File: src/common/dazzler_bus_pkg.sv
package dazzler_bus_pkg;

  // one bus word, 12-bit word address
  localparam int BUS_DW = 16;
  localparam int BUS_AW = 12;

  //////////////////////////////
  // register map
  //////////////////////////////
  typedef enum logic [BUS_AW-1:0] {
    WII1_LO  = 12'h004,
    WII1_MID = 12'h005,
    WII1_HI  = 12'h006,
    WII2_LO  = 12'h007,
    WII2_MID = 12'h008,
    WII2_HI  = 12'h009,
    SPI_CTL  = 12'h010,
    SYSCTL   = 12'h014,
    TICKS    = 12'h015,
    SPI_DATA = 12'h020,
    SPI_STAT = 12'h021
  } io_addr_e;

  // SPI_CTL pin order, msb down: cs sck io3 io2 miso mosi
  localparam int SPI_CTL_W    = 6;
  localparam int SPI_CS_BIT   = 5;
  localparam int SPI_SCK_BIT  = 4;
  localparam int SPI_MOSI_BIT = 0;

  localparam int SPI_IDLE_BIT = 0;  // in SPI_STAT

  localparam int SYSCTL_PD_BIT = 0;  // power-down pin

endpackage

File: src/common/dazzler_ctrl_pkg.sv
package dazzler_ctrl_pkg;

  // raw controller report, three bus words
  localparam int REPORT_W = 48;

  //////////////////////////////
  // stick and trigger fields
  //////////////////////////////
  localparam int STICK_L_W = 6;  // lx, ly
  localparam int STICK_R_W = 5;  // rx, ry, lt, rt

  // each decoded field sits in its own byte, zero padded
  localparam int FIELD_W = 8;

  //////////////////////////////
  // host readout
  //////////////////////////////
  // decoded 2, raw 2, decoded 1, raw 1
  localparam int READOUT_W = 4 * REPORT_W;

  localparam int READOUT_IX_W = $clog2(READOUT_W);

endpackage

File: src/source/dazzler_io_top.sv
`timescale 1ns/100ps

module dazzler_io_top
  import dazzler_bus_pkg::*;
  import dazzler_ctrl_pkg::*;
#(
  parameter int SPI_LEN     = 16,
  parameter int SYNC_STAGES = 2
) (
  input  logic              clk50,
  input  logic              SCKclock,

  input  logic              wb_cyc_i,
  input  logic              wb_stb_i,
  input  logic              wb_we_i,
  input  logic [BUS_AW-1:0] wb_adr_i,
  input  logic [BUS_DW-1:0] wb_dat_i,
  output logic [BUS_DW-1:0] wb_dat_o,
  output logic              wb_ack_o,

  input  logic              spi_miso_i,
  output logic              spi_sck_o,
  output logic              spi_mosi_o,
  output logic              spi_cs_o,

  input  logic              host_load_i,
  input  logic              host_sck_i,
  output logic              host_miso_o,

  output logic              power_down_o
);

  logic                 spi_start;
  logic [BUS_DW-1:0]    spi_tx;
  logic [BUS_DW-1:0]    spi_rx;
  logic                 spi_idle;
  logic [SPI_CTL_W-1:0] spi_ctl;
  logic                 eng_sck;
  logic                 eng_mosi;

  logic [REPORT_W-1:0]  wii1_report;
  logic [REPORT_W-1:0]  wii2_report;

  io_regs i_io_regs (
    .clk50         (clk50),
    .SCKclock      (SCKclock),
    .wb_cyc_i      (wb_cyc_i),
    .wb_stb_i      (wb_stb_i),
    .wb_we_i       (wb_we_i),
    .wb_adr_i      (wb_adr_i),
    .wb_dat_i      (wb_dat_i),
    .wb_dat_o      (wb_dat_o),
    .wb_ack_o      (wb_ack_o),
    .spi_rx_i      (spi_rx),
    .spi_idle_i    (spi_idle),
    .spi_start_o   (spi_start),
    .spi_tx_o      (spi_tx),
    .spi_ctl_o     (spi_ctl),
    .wii1_report_o (wii1_report),
    .wii2_report_o (wii2_report),
    .power_down_o  (power_down_o)
  );

  spi_engine #(
    .SPI_LEN (SPI_LEN)
  ) i_spi_engine (
    .clk50    (clk50),
    .SCKclock (SCKclock),
    .start_i  (spi_start),
    .tx_i     (spi_tx),
    .rx_o     (spi_rx),
    .idle_o   (spi_idle),
    .sck_o    (eng_sck),
    .mosi_o   (eng_mosi),
    .miso_i   (spi_miso_i)
  );

  wii_report #(
    .SYNC_STAGES (SYNC_STAGES)
  ) i_wii_report (
    .clk50         (clk50),
    .SCKclock      (SCKclock),
    .wii1_report_i (wii1_report),
    .wii2_report_i (wii2_report),
    .host_load_i   (host_load_i),
    .host_sck_i    (host_sck_i),
    .host_miso_o   (host_miso_o)
  );

  // engine drives the pins, control bits can force them high
  assign spi_sck_o  = spi_ctl[SPI_SCK_BIT] | eng_sck;
  assign spi_mosi_o = spi_ctl[SPI_MOSI_BIT] | eng_mosi;
  assign spi_cs_o   = spi_ctl[SPI_CS_BIT];

endmodule

File: src/source/io_regs.sv
`timescale 1ns/100ps

module io_regs
  import dazzler_bus_pkg::*;
  import dazzler_ctrl_pkg::*;
(
  input  logic                 clk50,
  input  logic                 SCKclock,

  input  logic                 wb_cyc_i,
  input  logic                 wb_stb_i,
  input  logic                 wb_we_i,
  input  logic [BUS_AW-1:0]    wb_adr_i,
  input  logic [BUS_DW-1:0]    wb_dat_i,
  output logic [BUS_DW-1:0]    wb_dat_o,
  output logic                 wb_ack_o,

  input  logic [BUS_DW-1:0]    spi_rx_i,
  input  logic                 spi_idle_i,
  output logic                 spi_start_o,
  output logic [BUS_DW-1:0]    spi_tx_o,
  output logic [SPI_CTL_W-1:0] spi_ctl_o,

  output logic [REPORT_W-1:0]  wii1_report_o,
  output logic [REPORT_W-1:0]  wii2_report_o,

  output logic                 power_down_o
);

  logic                 bus_req;
  logic                 bus_wr;
  logic [BUS_DW-1:0]    rd_word;

  logic [REPORT_W-1:0]  wii1_q;
  logic [REPORT_W-1:0]  wii2_q;
  logic [SPI_CTL_W-1:0] spi_ctl_q;
  logic [BUS_DW-1:0]    sysctl_q;
  logic [BUS_DW-1:0]    ticks_q;

  //////////////////////////////
  // wishbone classic handshake
  //////////////////////////////
  // ~ack keeps a held strobe from being taken twice
  assign bus_req = wb_cyc_i & wb_stb_i & ~wb_ack_o;
  assign bus_wr  = bus_req & wb_we_i;

  always_ff @(posedge clk50 or posedge SCKclock) begin
    if (SCKclock) begin
      wb_ack_o <= 1'b0;
      wb_dat_o <= '0;
    end else begin
      wb_ack_o <= bus_req;
      if (bus_req) begin
        wb_dat_o <= rd_word;  // held while ack is up
      end
    end
  end

  //////////////////////////////
  // register writes
  //////////////////////////////
  always_ff @(posedge clk50 or posedge SCKclock) begin
    if (SCKclock) begin
      wii1_q    <= '0;
      wii2_q    <= '0;
      spi_ctl_q <= '0;
      sysctl_q  <= '0;
    end else if (bus_wr) begin
      case (io_addr_e'(wb_adr_i))
        WII1_LO:  wii1_q[0 +: BUS_DW]        <= wb_dat_i;
        WII1_MID: wii1_q[BUS_DW +: BUS_DW]   <= wb_dat_i;
        WII1_HI:  wii1_q[2*BUS_DW +: BUS_DW] <= wb_dat_i;
        WII2_LO:  wii2_q[0 +: BUS_DW]        <= wb_dat_i;
        WII2_MID: wii2_q[BUS_DW +: BUS_DW]   <= wb_dat_i;
        WII2_HI:  wii2_q[2*BUS_DW +: BUS_DW] <= wb_dat_i;
        SPI_CTL:  spi_ctl_q <= wb_dat_i[SPI_CTL_W-1:0];
        SYSCTL:   sysctl_q  <= wb_dat_i;
        default: ;  // read-only or unmapped
      endcase
    end
  end

  // free running, wraps
  always_ff @(posedge clk50 or posedge SCKclock) begin
    if (SCKclock) begin
      ticks_q <= '0;
    end else begin
      ticks_q <= ticks_q + 1'b1;
    end
  end

  //////////////////////////////
  // read-back mux
  //////////////////////////////
  always_comb begin
    rd_word = '0;
    case (io_addr_e'(wb_adr_i))
      WII1_LO:  rd_word = wii1_q[0 +: BUS_DW];
      WII1_MID: rd_word = wii1_q[BUS_DW +: BUS_DW];
      WII1_HI:  rd_word = wii1_q[2*BUS_DW +: BUS_DW];
      WII2_LO:  rd_word = wii2_q[0 +: BUS_DW];
      WII2_MID: rd_word = wii2_q[BUS_DW +: BUS_DW];
      WII2_HI:  rd_word = wii2_q[2*BUS_DW +: BUS_DW];
      SPI_CTL:  rd_word = BUS_DW'(spi_ctl_q);
      SYSCTL:   rd_word = sysctl_q;
      TICKS:    rd_word = ticks_q;
      SPI_DATA: rd_word = spi_rx_i;
      SPI_STAT: rd_word[SPI_IDLE_BIT] = spi_idle_i;
      default:  rd_word = '0;
    endcase
  end

  // start pulse on the acking edge, engine loads wb data directly
  assign spi_start_o = bus_wr & (wb_adr_i == SPI_DATA);
  assign spi_tx_o    = wb_dat_i;
  assign spi_ctl_o   = spi_ctl_q;

  assign wii1_report_o = wii1_q;
  assign wii2_report_o = wii2_q;

  assign power_down_o = sysctl_q[SYSCTL_PD_BIT];

endmodule

File: src/spi/spi_engine.sv
`timescale 1ns/100ps

module spi_engine #(
  parameter int SPI_LEN = 16
) (
  input  logic               clk50,
  input  logic               SCKclock,
  input  logic               start_i,
  input  logic [SPI_LEN-1:0] tx_i,
  output logic [SPI_LEN-1:0] rx_o,
  output logic               idle_o,
  output logic               sck_o,
  output logic               mosi_o,
  input  logic               miso_i
);

  // two half periods per bit
  localparam int CNT_W = $clog2(2 * SPI_LEN);
  localparam logic [CNT_W-1:0] CNT_LAST = CNT_W'(2 * SPI_LEN - 1);

  logic               running;
  logic [CNT_W-1:0]   counter;
  logic [SPI_LEN-1:0] shifter;

  always_ff @(posedge clk50 or posedge SCKclock) begin
    if (SCKclock) begin
      running <= 1'b0;
      counter <= '0;
      shifter <= '0;
    end else if (start_i) begin
      // a start while busy simply restarts
      running <= 1'b1;
      counter <= '0;
      shifter <= tx_i;
    end else if (running) begin
      if (counter == CNT_LAST) begin
        running <= 1'b0;
        counter <= '0;
      end else begin
        counter <= counter + 1'b1;
      end
      if (counter[0]) begin
        shifter <= {shifter[SPI_LEN-2:0], miso_i};  // sck falling, msb first
      end
    end
  end

  assign sck_o  = counter[0];
  assign mosi_o = shifter[SPI_LEN-1];
  assign rx_o   = shifter;
  assign idle_o = ~running;

endmodule

File: src/wii/wii_report.sv
`timescale 1ns/100ps

module wii_report
  import dazzler_ctrl_pkg::*;
#(
  parameter int SYNC_STAGES = 2
) (
  input  logic                clk50,
  input  logic                SCKclock,
  input  logic [REPORT_W-1:0] wii1_report_i,
  input  logic [REPORT_W-1:0] wii2_report_i,
  input  logic                host_load_i,
  input  logic                host_sck_i,
  output logic                host_miso_o
);

  logic [SYNC_STAGES-1:0]  load_sync;
  logic [SYNC_STAGES-1:0]  sck_sync;
  logic                    sck_prev;
  logic                    load_s;
  logic                    sck_rise;

  logic [REPORT_W-1:0]     wii1_dec;
  logic [REPORT_W-1:0]     wii2_dec;
  logic [READOUT_W-1:0]    sup_sr;
  logic [READOUT_IX_W-1:0] sup_ix;

  //////////////////////////////
  // field decoder
  //////////////////////////////
  // rx and lt are split across the input bytes
  function automatic logic [REPORT_W-1:0] decode_report(input logic [REPORT_W-1:0] r);
    logic [STICK_L_W-1:0] lx;
    logic [STICK_L_W-1:0] ly;
    logic [STICK_R_W-1:0] rx;
    logic [STICK_R_W-1:0] ry;
    logic [STICK_R_W-1:0] lt;
    logic [STICK_R_W-1:0] rt;
    lx      = r[5:0];
    rx[4:3] = r[7:6];
    ly      = r[13:8];
    rx[2:1] = r[15:14];
    ry      = r[20:16];
    lt[4:3] = r[22:21];
    rx[0]   = r[23];
    rt      = r[28:24];
    lt[2:0] = r[31:29];
    return {FIELD_W'(rt), FIELD_W'(lt), FIELD_W'(ry),
            FIELD_W'(rx), FIELD_W'(ly), FIELD_W'(lx)};
  endfunction

  assign wii1_dec = decode_report(wii1_report_i);
  assign wii2_dec = decode_report(wii2_report_i);

  //////////////////////////////
  // host pin synchronizers
  //////////////////////////////
  always_ff @(posedge clk50 or posedge SCKclock) begin
    if (SCKclock) begin
      load_sync <= '0;
      sck_sync  <= '0;
      sck_prev  <= 1'b0;
    end else begin
      load_sync <= {load_sync[SYNC_STAGES-2:0], host_load_i};
      sck_sync  <= {sck_sync[SYNC_STAGES-2:0], host_sck_i};
      sck_prev  <= sck_sync[SYNC_STAGES-1];
    end
  end

  assign load_s   = load_sync[SYNC_STAGES-1];
  assign sck_rise = sck_sync[SYNC_STAGES-1] & ~sck_prev;

  //////////////////////////////
  // readout shift register
  //////////////////////////////
  always_ff @(posedge clk50) begin
    if (load_s) begin
      sup_sr <= {wii2_dec, wii2_report_i, wii1_dec, wii1_report_i};
    end
  end

  always_ff @(posedge clk50 or posedge SCKclock) begin
    if (SCKclock) begin
      sup_ix <= '0;
    end else if (load_s) begin
      sup_ix <= '0;
    end else if (sck_rise) begin
      sup_ix <= sup_ix + 1'b1;
    end
  end

  // bytes ascending, msb first inside a byte
  assign host_miso_o = sup_sr[{sup_ix[READOUT_IX_W-1:3], ~sup_ix[2:0]}];

endmodule
File: config.mk
export PLATFORM = sky130hd
export DESIGN_NAME = dazzler_io_top
export DESIGN_NICKNAME = d
export VERILOG_FILES = /design/src/common/dazzler_bus_pkg.sv /design/src/common/dazzler_ctrl_pkg.sv /design/src/source/dazzler_io_top.sv /design/src/source/io_regs.sv /design/src/spi/spi_engine.sv /design/src/wii/wii_report.sv
export SDC_FILE = /design/constraint.sdc
export NUM_CORES = 1
export LEC_CHECK = 0
export BUFFER_PORTS_ARGS = -buffer_cell sky130_fd_sc_hd__buf_2
export CAP_MARGIN = 25
export CELL_PAD_IN_SITES_DETAIL_PLACEMENT = 1
export CELL_PAD_IN_SITES_GLOBAL_PLACEMENT = 1
export CORE_AREA = 2 2 167 169
export DETAILED_ROUTE_END_ITERATION = 6
export DIE_AREA = 0 0 169 171
export GPL_ROUTABILITY_DRIVEN = 0
export PLACE_DENSITY = 0.72
export SLEW_MARGIN = 25
export SYNTH_ARGS = -nofsm -noshare
export SYNTH_HDL_FRONTEND = slang
export SYNTH_SLANG_ARGS = --single-unit
File: constraint.sdc
create_clock -name clk50 -period 6.73 [get_ports clk50]
set_clock_uncertainty 0.15 [all_clocks]
set_input_delay 1.346 -clock clk50 [delete_from_list [all_inputs] [get_ports clk50]]
set_output_delay 1.346 -clock clk50 [all_outputs]
set_load 0.05 [all_outputs]
==> results.sh, run 1 <==
export IMPL_status="finished clean"
export IMPL_met1_length_mm=15.36
export IMPL_p_leak_nw=6.141
export IMPL_final_cells=1316
export IMPL_grt_pass1_wl_mm=51.35
export IMPL_hold_viol_final=0
export IMPL_vias_per_cell=5.957
export IMPL_top_layer="met4"
export IMPL_setup_tns_ns=0
export IMPL_slowest_delay_ns=0.70
export IMPL_grt_max_degree=90
export IMPL_rsz0062_at_grt="no"
export IMPL_grt_antenna_before_repair=0
export IMPL_period_share=0.7752
export IMPL_path_max_fanout=23
export IMPL_gr_total_overflow=0
export IMPL_final_cell_mix="183 x dfrtp_1, 102 x mux2_2, 96 x edfxtp_1"
export IMPL_synthesis_area_sq_mm=0.01235
export IMPL_synth_area_per_cell_sq_um=13.84
export IMPL_synth_top_flop_cell="dfrtp_1"
export IMPL_worst_setup_path_end_kind="primary output"
export IMPL_startpoint="i_wii_report.sup_ix[0]$_DFFE_PP0P_"
export IMPL_routed_wl_mm=33.28
export IMPL_hold_worst_slack_ns=0.2120
export IMPL_grt_pass1_vias=8072
export IMPL_cts_root_buf="clkbuf_16"
export IMPL_numCtsBuffers=30
export IMPL_drcViolationCount=0
export IMPL_cts_resized=0
export IMPL_r2r_start="i_io_regs.wb_ack_o$_DFF_PP0_"
export IMPL_peakVddDrop_mv=0.1878
export IMPL_setup_viol=0
export IMPL_fmax_mhz=191.7
export IMPL_power_density_mw_per_mm2=256.7
export IMPL_fillerInstances=2728
export IMPL_synthArstFlopShare=0.6596
export IMPL_track_usage=0.2358
export IMPL_cp_start_kind="register"
export IMPL_synth_seq_cells=282
export IMPL_vias=7839
export IMPL_cts_sinks=282
export IMPL_worst_skew_pair_late_latency_ns=0.56
export IMPL_ios=58
export IMPL_die_w_microns=169
export IMPL_drv_cap=0
export IMPL_dieArea_sq_mm=0.02890
export IMPL_wl_met2_mm=15.50
export IMPL_cts_tree="done"
export IMPL_ctsHoldBuffers=0
export IMPL_ys_types=66
export IMPL_io_buffer_count=57
export IMPL_clk_pin_slew_worst_paths_ns=0.06
export IMPL_required_ns=5.23
export IMPL_wire_per_inst_microns=25.29
export IMPL_synth_warning_count=0
export IMPL_core_sq_mm=0.02732
export IMPL_drv_slew=0
export IMPL_drtAntennaViolNets=0
export IMPL_min_from="i_wii_report.load_sync[0]$_DFF_PP0_"
export IMPL_floorplan_initialDensity=0.4520
export IMPL_synth_edf_count=96
export IMPL_layout_commonest_cell="dfrtp_1"
export IMPL_drive_above_1_share=0.2763
export IMPL_drt_iter0_markers=625
export IMPL_clockBufferDepth=3
export IMPL_hp_class="reg -> reg"
export IMPL_area_delta_synth_final_pct=12.47
export IMPL_worstPathCellList="buf_4 -> nand2b_1 -> nor2_1 -> a2111oi_0 -> o21ai_0 -> and3_1 -> o311ai_0 -> a22oi_1 -> buf_2"
export IMPL_layout_min_cycle_time_ns=5.217
export IMPL_slowest_stage="a2111oi_0"
export IMPL_htree_num_levels=1
export IMPL_relSlewSlack=0.2927
export IMPL_placedCellCount=1259
export IMPL_die_h_microns=171
export IMPL_n_antenna_cell=0
export IMPL_crit_arrival_ns=3.72
export IMPL_ys_seq_area_frac=0.6103
export IMPL_syn_nets=932
export IMPL_worstSetupPathType="reg -> out"
export IMPL_synthCells=892
export IMPL_postCtsSetupBuffers=0
export IMPL_dpl_hpwl_mm=22.38
export IMPL_rows=61
export IMPL_worstMarginPinSlew_ns=1.060
export IMPL_finalNetCount=986
export IMPL_met3_length_mm=1.750
export IMPL_first_pass_iters=6
routing by layer:
layer / global-route usage / up-vias
li1: - / 3484
met1: 0.3457 / 4080
met3: 0.03192 / 41
met5: 0 / -
met2: 0.3776 / 234
met4: 0.05091 / 0
worst max-delay path, delay by kind of cell, from the launching register on:
| kind | cells | cell delay [ns] |
|---|---|---|
| compound gates | 4 | 1.33 |
| buf+inv | 2 | 0.62 |
| flops | 1 | 0.65 |
| simple gates | 3 | 0.55 |
per-stage QoR:
stage	util	area [sq um]	setup slack, ns	power (mW)
floorplan	-	12350	0.1769	1.926
global placement	0.4719	12890	2.307	1.987
detailed placement	0.4723	12900	2.234	1.990
CTS	0.5078	13870	1.530	3.588
global route	0.5083	13890	1.301	3.672
finish	0.5083	13890	1.513	3.565
path summary, 6_finish.rpt:
kind / slack [ns] / end / cells past startpoint
setup / recovery: 1.51 / host_miso_o / 9
hold reg to reg: 0.21 / i_wii_report.load_sync[1]$_DFF_PP0_ / 0
hold / removal: 0.21 / i_wii_report.load_sync[1]$_DFF_PP0_ / 0
max in group asynchronous: 4.45 / i_wii_report.sup_ix[0]$_DFFE_PP0P_ / 3
min in group asynchronous: 0.74 / i_spi_engine.counter[1]$_DFFE_PP0P_ / 2
setup reg to reg: 4.02 / i_io_regs.wii2_report_o[6]$_DFFE_PP0P_ / 7
power by group:
group          internal [mW]  switching (mW)  total, mW
Clock                  0.922           0.688       1.61
Combinational         0.0386          0.0891      0.128
Sequential              1.80          0.0274       1.83
Total                   2.76           0.804       3.56
sequential cells by signal, summed over array words and instances (netlist names):
name and cells:
i_spi_engine.running 1, i_wii_report.sup_sr 96, i_io_regs.ticks_q 16, i_io_regs.wii1_report_o 48
i_spi_engine.counter 5, i_wii_report.load_sync 2, i_io_regs.sysctl_q 16, i_wii_report.sck_sync 2
i_wii_report.sup_ix 8, i_spi_engine.rx_o 16, i_io_regs.wb_dat_o 16, i_io_regs.wii2_report_o 48
i_wii_report.sck_prev 1, i_io_regs.wb_ack_o 1, i_io_regs.spi_ctl_o 6
final cells by class:
| cell class | count | area, sq um | area share |
|---|---|---|---|
| clock buffer | 43 | 892.1 | 0.06423 |
| clock inverter | 13 | 77.57 | 0.005585 |
| tap | 346 | 432.9 | 0.03117 |
| inverter | 10 | 45.04 | 0.003243 |
| multi-input combinational | 552 | 4504 | 0.3243 |
| sequential | 282 | 7543 | 0.5431 |
| timing repair buffer | 70 | 394.1 | 0.02838 |
cells by family (layout without fill, tap and decap cells):
logic type,after synthesis,in the layout,synth area share
compound gates,163,163,0.08987
xor+xnor,21,21,0.01489
fa+ha+maj,4,4,0.004053
buf+inv,58,136,0.02513
flops,282,282,0.6103
mux,193,193,0.1830
simple gates,171,171,0.07275
cell usage after synthesis (5+ instances only):
| library cell | instances | area, sq um |
|---|---|---|
| o211ai_1 | 5 | 37.54 |
| xor2_1 | 6 | 52.55 |
| nor2b_1 | 6 | 37.54 |
| nand3_1 | 23 | 115.1 |
| a21oi_1 | 29 | 145.1 |
| a211oi_1 | 5 | 37.54 |
| mux2_2 | 102 | 1149 |
| dfrtp_1 | 186 | 4654 |
| nand2_1 | 52 | 195.2 |
| a222oi_1 | 8 | 80.08 |
| buf_2 | 17 | 85.08 |
| xnor2_1 | 15 | 131.4 |
| clkbuf_1 | 17 | 63.81 |
| a221oi_1 | 7 | 61.31 |
| inv_1 | 9 | 33.78 |
| mux2i_1 | 63 | 630.6 |
| nand4_1 | 5 | 31.28 |
| and3_1 | 9 | 56.30 |
| o2111ai_1 | 8 | 70.07 |
| nor3_1 | 9 | 45.04 |
| o21ai_1 | 12 | 60.06 |
| mux2_4 | 20 | 300.3 |
| mux4_2 | 8 | 180.2 |
| o21ai_0 | 30 | 150.1 |
| nor2_1 | 38 | 142.6 |
| edfxtp_1 | 96 | 2883 |
| a22oi_1 | 35 | 262.8 |
Power figures use the tool's default switching activity.
==> run 2: changes to the inputs <==
--- a/config.mk
+++ b/config.mk
@@ -5,15 +5,16 @@
 export SDC_FILE = /design/constraint.sdc
 export NUM_CORES = 1
 export LEC_CHECK = 0
+export ABC_AREA = 1
 export BUFFER_PORTS_ARGS = -buffer_cell sky130_fd_sc_hd__buf_2
 export CAP_MARGIN = 25
 export CELL_PAD_IN_SITES_DETAIL_PLACEMENT = 1
 export CELL_PAD_IN_SITES_GLOBAL_PLACEMENT = 1
-export CORE_AREA = 2 2 167 169
+export CORE_AREA = 2 2 177 179
 export DETAILED_ROUTE_END_ITERATION = 6
-export DIE_AREA = 0 0 169 171
+export DIE_AREA = 0 0 179 181
 export GPL_ROUTABILITY_DRIVEN = 0
-export PLACE_DENSITY = 0.72
+export PLACE_DENSITY = 0.73
 export SLEW_MARGIN = 25
 export SYNTH_ARGS = -nofsm -noshare
 export SYNTH_HDL_FRONTEND = slang
==> constraint.sdc (replaced) <==
create_clock -name clk50 -period 4.2 [get_ports clk50]
set_clock_uncertainty 0.15 [all_clocks]
set_input_delay 0.84 -clock clk50 [delete_from_list [all_inputs] [get_ports clk50]]
set_output_delay 0.84 -clock clk50 [all_outputs]
set_load 0.05 [all_outputs]
==> results.sh, run 2 <==
export IMPL_setup_viol=0
export IMPL_required_ns=3.21
export IMPL_fillerInstances=3547
export IMPL_grt_pass1_vias=11230
export IMPL_ios=58
export IMPL_drtAntennaViolNets=0
export IMPL_io_buffer_count=57
export IMPL_synth_mux_area_frac=0
export IMPL_numCtsBuffers=31
export IMPL_relSlewSlack=0.4121
export IMPL_synthArstFlopShare=0.6596
export IMPL_floorplan_initialDensity=0.4281
export IMPL_drv_slew=0
export IMPL_synth_edf_count=96
export IMPL_fmax_mhz=253.7
export IMPL_synth_xor_xnor_area_share=0.009439
export IMPL_synth_area_leaders="dfrtp_1 36%, edfxtp_1 22%, nand2_1 13%"
export IMPL_cp_top_family="simple AND/OR/NAND/NOR gates"
export IMPL_synthCells=1480
export IMPL_postCtsSetupBuffers=0
export IMPL_cts_root_buf="clkbuf_16"
export IMPL_synth_area_leader_cell="dfrtp_1"
export IMPL_synth_most_common_cell="nand2_1"
export IMPL_hp_class="reg -> reg"
export IMPL_p_leak_nw=6.715
export IMPL_hold_viol_final=0
export IMPL_setup_tns_ns=0
export IMPL_rsz0062_at_grt="no"
export IMPL_cp_start_kind="register"
export IMPL_n_antenna_cell=0
export IMPL_drt_iter0_markers=626
export IMPL_period_share=0.9383
export IMPL_syn_nets=1520
export IMPL_slowest_delay_ns=0.68
export IMPL_dieArea_sq_mm=0.03240
export IMPL_crit_top_cell="nand3_1"
export IMPL_synth_top_area_share=0.3583
export IMPL_synth_top_family_by_area="simple AND/OR/NAND/NOR gates"
export IMPL_status="finished clean"
export IMPL_core_sq_mm=0.03035
export IMPL_wire_per_inst_microns=20.36
export IMPL_htree_num_levels=1
export IMPL_synthSimpleGateAreaFrac=0.2442
export IMPL_cts_sinks=282
export IMPL_synth_area_per_cell_sq_um=8.778
export IMPL_swShare=0.2607
export IMPL_largest_reg_flops=96
export IMPL_clock_power_share=0.413
export IMPL_synth_warning_count=0
export IMPL_vias_per_cell=5.350
export IMPL_layout_commonest_cell="nand2_1"
export IMPL_clk_pin_slew_worst_paths_ns=0.06
export IMPL_ys_seq_area_frac=0.5802
export IMPL_area_delta_synth_final_pct=12.14
export IMPL_synth_common_cells="444 x nand2_1, 186 x dfrtp_1, 150 x inv_1"
export IMPL_ys_types=41
export IMPL_slowest_stage="nor2_1"
export IMPL_dpl_hpwl_mm=26.83
export IMPL_routed_wl_mm=39.55
export IMPL_drv_cap=0
export IMPL_worstSetupPathType="reg -> out"
export IMPL_final_cell_mix="444 x nand2_1, 184 x dfrtp_1, 149 x inv_1"
export IMPL_hold_worst_slack_ns=0.1934
export IMPL_regMostFlops="i_wii_report.sup_sr"
export IMPL_crit_arrival_ns=2.95
export IMPL_cts_tree="done"
export IMPL_ctsHoldBuffers=0
export IMPL_cts_resized=0
export IMPL_gr_total_overflow=0
export IMPL_layout_min_cycle_time_ns=3.941
export IMPL_drcViolationCount=0
export IMPL_grt_max_degree=73
export IMPL_vias=10400
export IMPL_grt_pass1_wl_mm=62.95
export IMPL_rows=64
export IMPL_synthesis_area_sq_mm=0.01299
export IMPL_synth_fa_ha_area_frac=0.003852
export IMPL_path_max_fanout=18
export IMPL_p_sw_mw=1.635
export IMPL_finalNetCount=1563
export IMPL_critPathBufInv=1
export IMPL_drive_above_1_share=0.1021
export IMPL_first_pass_iters=5
export IMPL_synth_top_flop_cell="dfrtp_1"
export IMPL_worst_skew_pair_late_latency_ns=0.57
export IMPL_track_usage=0.2521
export IMPL_comb_power_share=0.096
export IMPL_synth_compound_area_share=0.08947
export IMPL_worstPathCellList="nor2_1 -> o21ai_0 -> o2111ai_1 -> nand3_1 -> nand3_1 -> nand3_1 -> nand2_1 -> buf_2"
export IMPL_power_density_mw_per_mm2=430.5
export IMPL_die_h_microns=181
export IMPL_peakVddDrop_mv=0.3525
export IMPL_seqPwrFrac=0.491
export IMPL_clockBufferDepth=3
export IMPL_synth_seq_cells=282
export IMPL_p_int_mw=4.637
export IMPL_grt_antenna_before_repair=0
export IMPL_worstMarginPinSlew_ns=0.8818
export IMPL_worst_setup_path_end_kind="primary output"
export IMPL_die_w_microns=179
-- run 2: cell count changes in the layout (fill, tap and decap cells not counted), moves of 13 or more --
cell	before	now
mux2_4	20	0
o22ai_1	2	15
mux2i_1	63	0
nand3_1	23	146
a22oi_1	35	1
nand2_1	52	444
o21ai_1	12	91
mux2_2	102	0
nor2_1	37	93
inv_1	8	149
xnor2_1	15	0
o21ai_0	30	77
-- run 2: stage by stage --
| stage | cell area, sq um | power (mW) | std cells | setup slack [ns] | utilization |
|---|---|---|---|---|---|
| 2_1_floorplan | 13000 | 3.546 | 1480 | 0.8175 | - |
| 3_3_place_gp | 13610 | 3.720 | 1886 | 0.8942 | 0.4484 |
| 3_5_place_dp | 13610 | 3.739 | 1886 | 0.8081 | 0.4484 |
| 4_1_cts | 14570 | 6.322 | 1943 | 0.2771 | 0.4800 |
| 5_1_grt | 14570 | 6.526 | 1943 | 0.05113 | 0.4800 |
| 6_report | 14570 | 6.271 | 1943 | 0.2590 | 0.4800 |
-- run 2: cell families (layout without fill, tap and decap cells) --
kind of cell             after synthesis  in the layout
AO/OA/AOI/OAI                        221            221
XOR/XNOR                              14             14
adder cells (fa/ha/maj)                4              4
buffers and inverters                228            295
flip-flops                           282            282
AND/OR/NAND/NOR                      731            731
-- run 2: power by group through the flow --
stage	combinational [mW]	sequential (mW)	clock (mW)
global route	0.685	3.10	2.74
finish	0.603	3.08	2.59
floorplan	0.439	3.11	0
CTS	0.612	3.08	2.63
detailed placement	0.609	3.13	0
global placement	0.593	3.13	0
-- run 2: cell type report --
class | count | area, sq um | share of cell area
Clock buffer | 51 | 920.9 | 0.06321
Clock inverter | 6 | 37.54 | 0.002577
Inverter | 159 | 600.6 | 0.04123
Multi-Input combinational cell | 970 | 4508 | 0.3095
Sequential cell | 282 | 7542 | 0.5177
Tap cell | 396 | 495.5 | 0.03401
Timing Repair Buffer | 79 | 462.9 | 0.03178
-- run 2: worst reg2reg max path, cell delays in order (launching register included) --
cell and delay [ns]:
dfrtp_1 0.41, nor2_4 0.43, inv_2 0.29, nor2_4 0.44, nand3_2 0.34, buf_4 0.32, nand2_1 0.08, o21ai_1 0.06
nand2_1 0.07, o21ai_1 0.06
-- run 2: final timing paths --
check / start / endpoint / slack [ns] / cells past startpoint
worst max-delay path: i_wii_report.sup_ix[2]$_DFFE_PP0P_ / host_miso_o / 0.26 / 8
max in group asynchronous: SCKclock / i_io_regs.wii1_report_o[8]$_DFFE_PP0P_ / 2.60 / 3
min in group asynchronous: SCKclock / i_io_regs.spi_ctl_o[5]$_DFFE_PP0P_ / 0.25 / 2
worst min register to register: i_wii_report.load_sync[0]$_DFF_PP0_ / i_wii_report.load_sync[1]$_DFF_PP0_ / 0.19 / 0
worst min-delay path: i_wii_report.load_sync[0]$_DFF_PP0_ / i_wii_report.load_sync[1]$_DFF_PP0_ / 0.19 / 0
worst max register to register: i_io_regs.wb_ack_o$_DFF_PP0_ / i_spi_engine.rx_o[15]$_DFFE_PP0P_ / 1.42 / 9
-- run 2: per-layer routing --
metal,GRT usage,part of all wire,routed length [microns],vias up
met3,0.03620,0.049,1955,73
met4,0.08520,0.035,1383,0
li1,-,-,-,4926
met1,0.3383,0.44,17380,5155
met5,0,0,0,-
met2,0.4182,0.48,18840,241
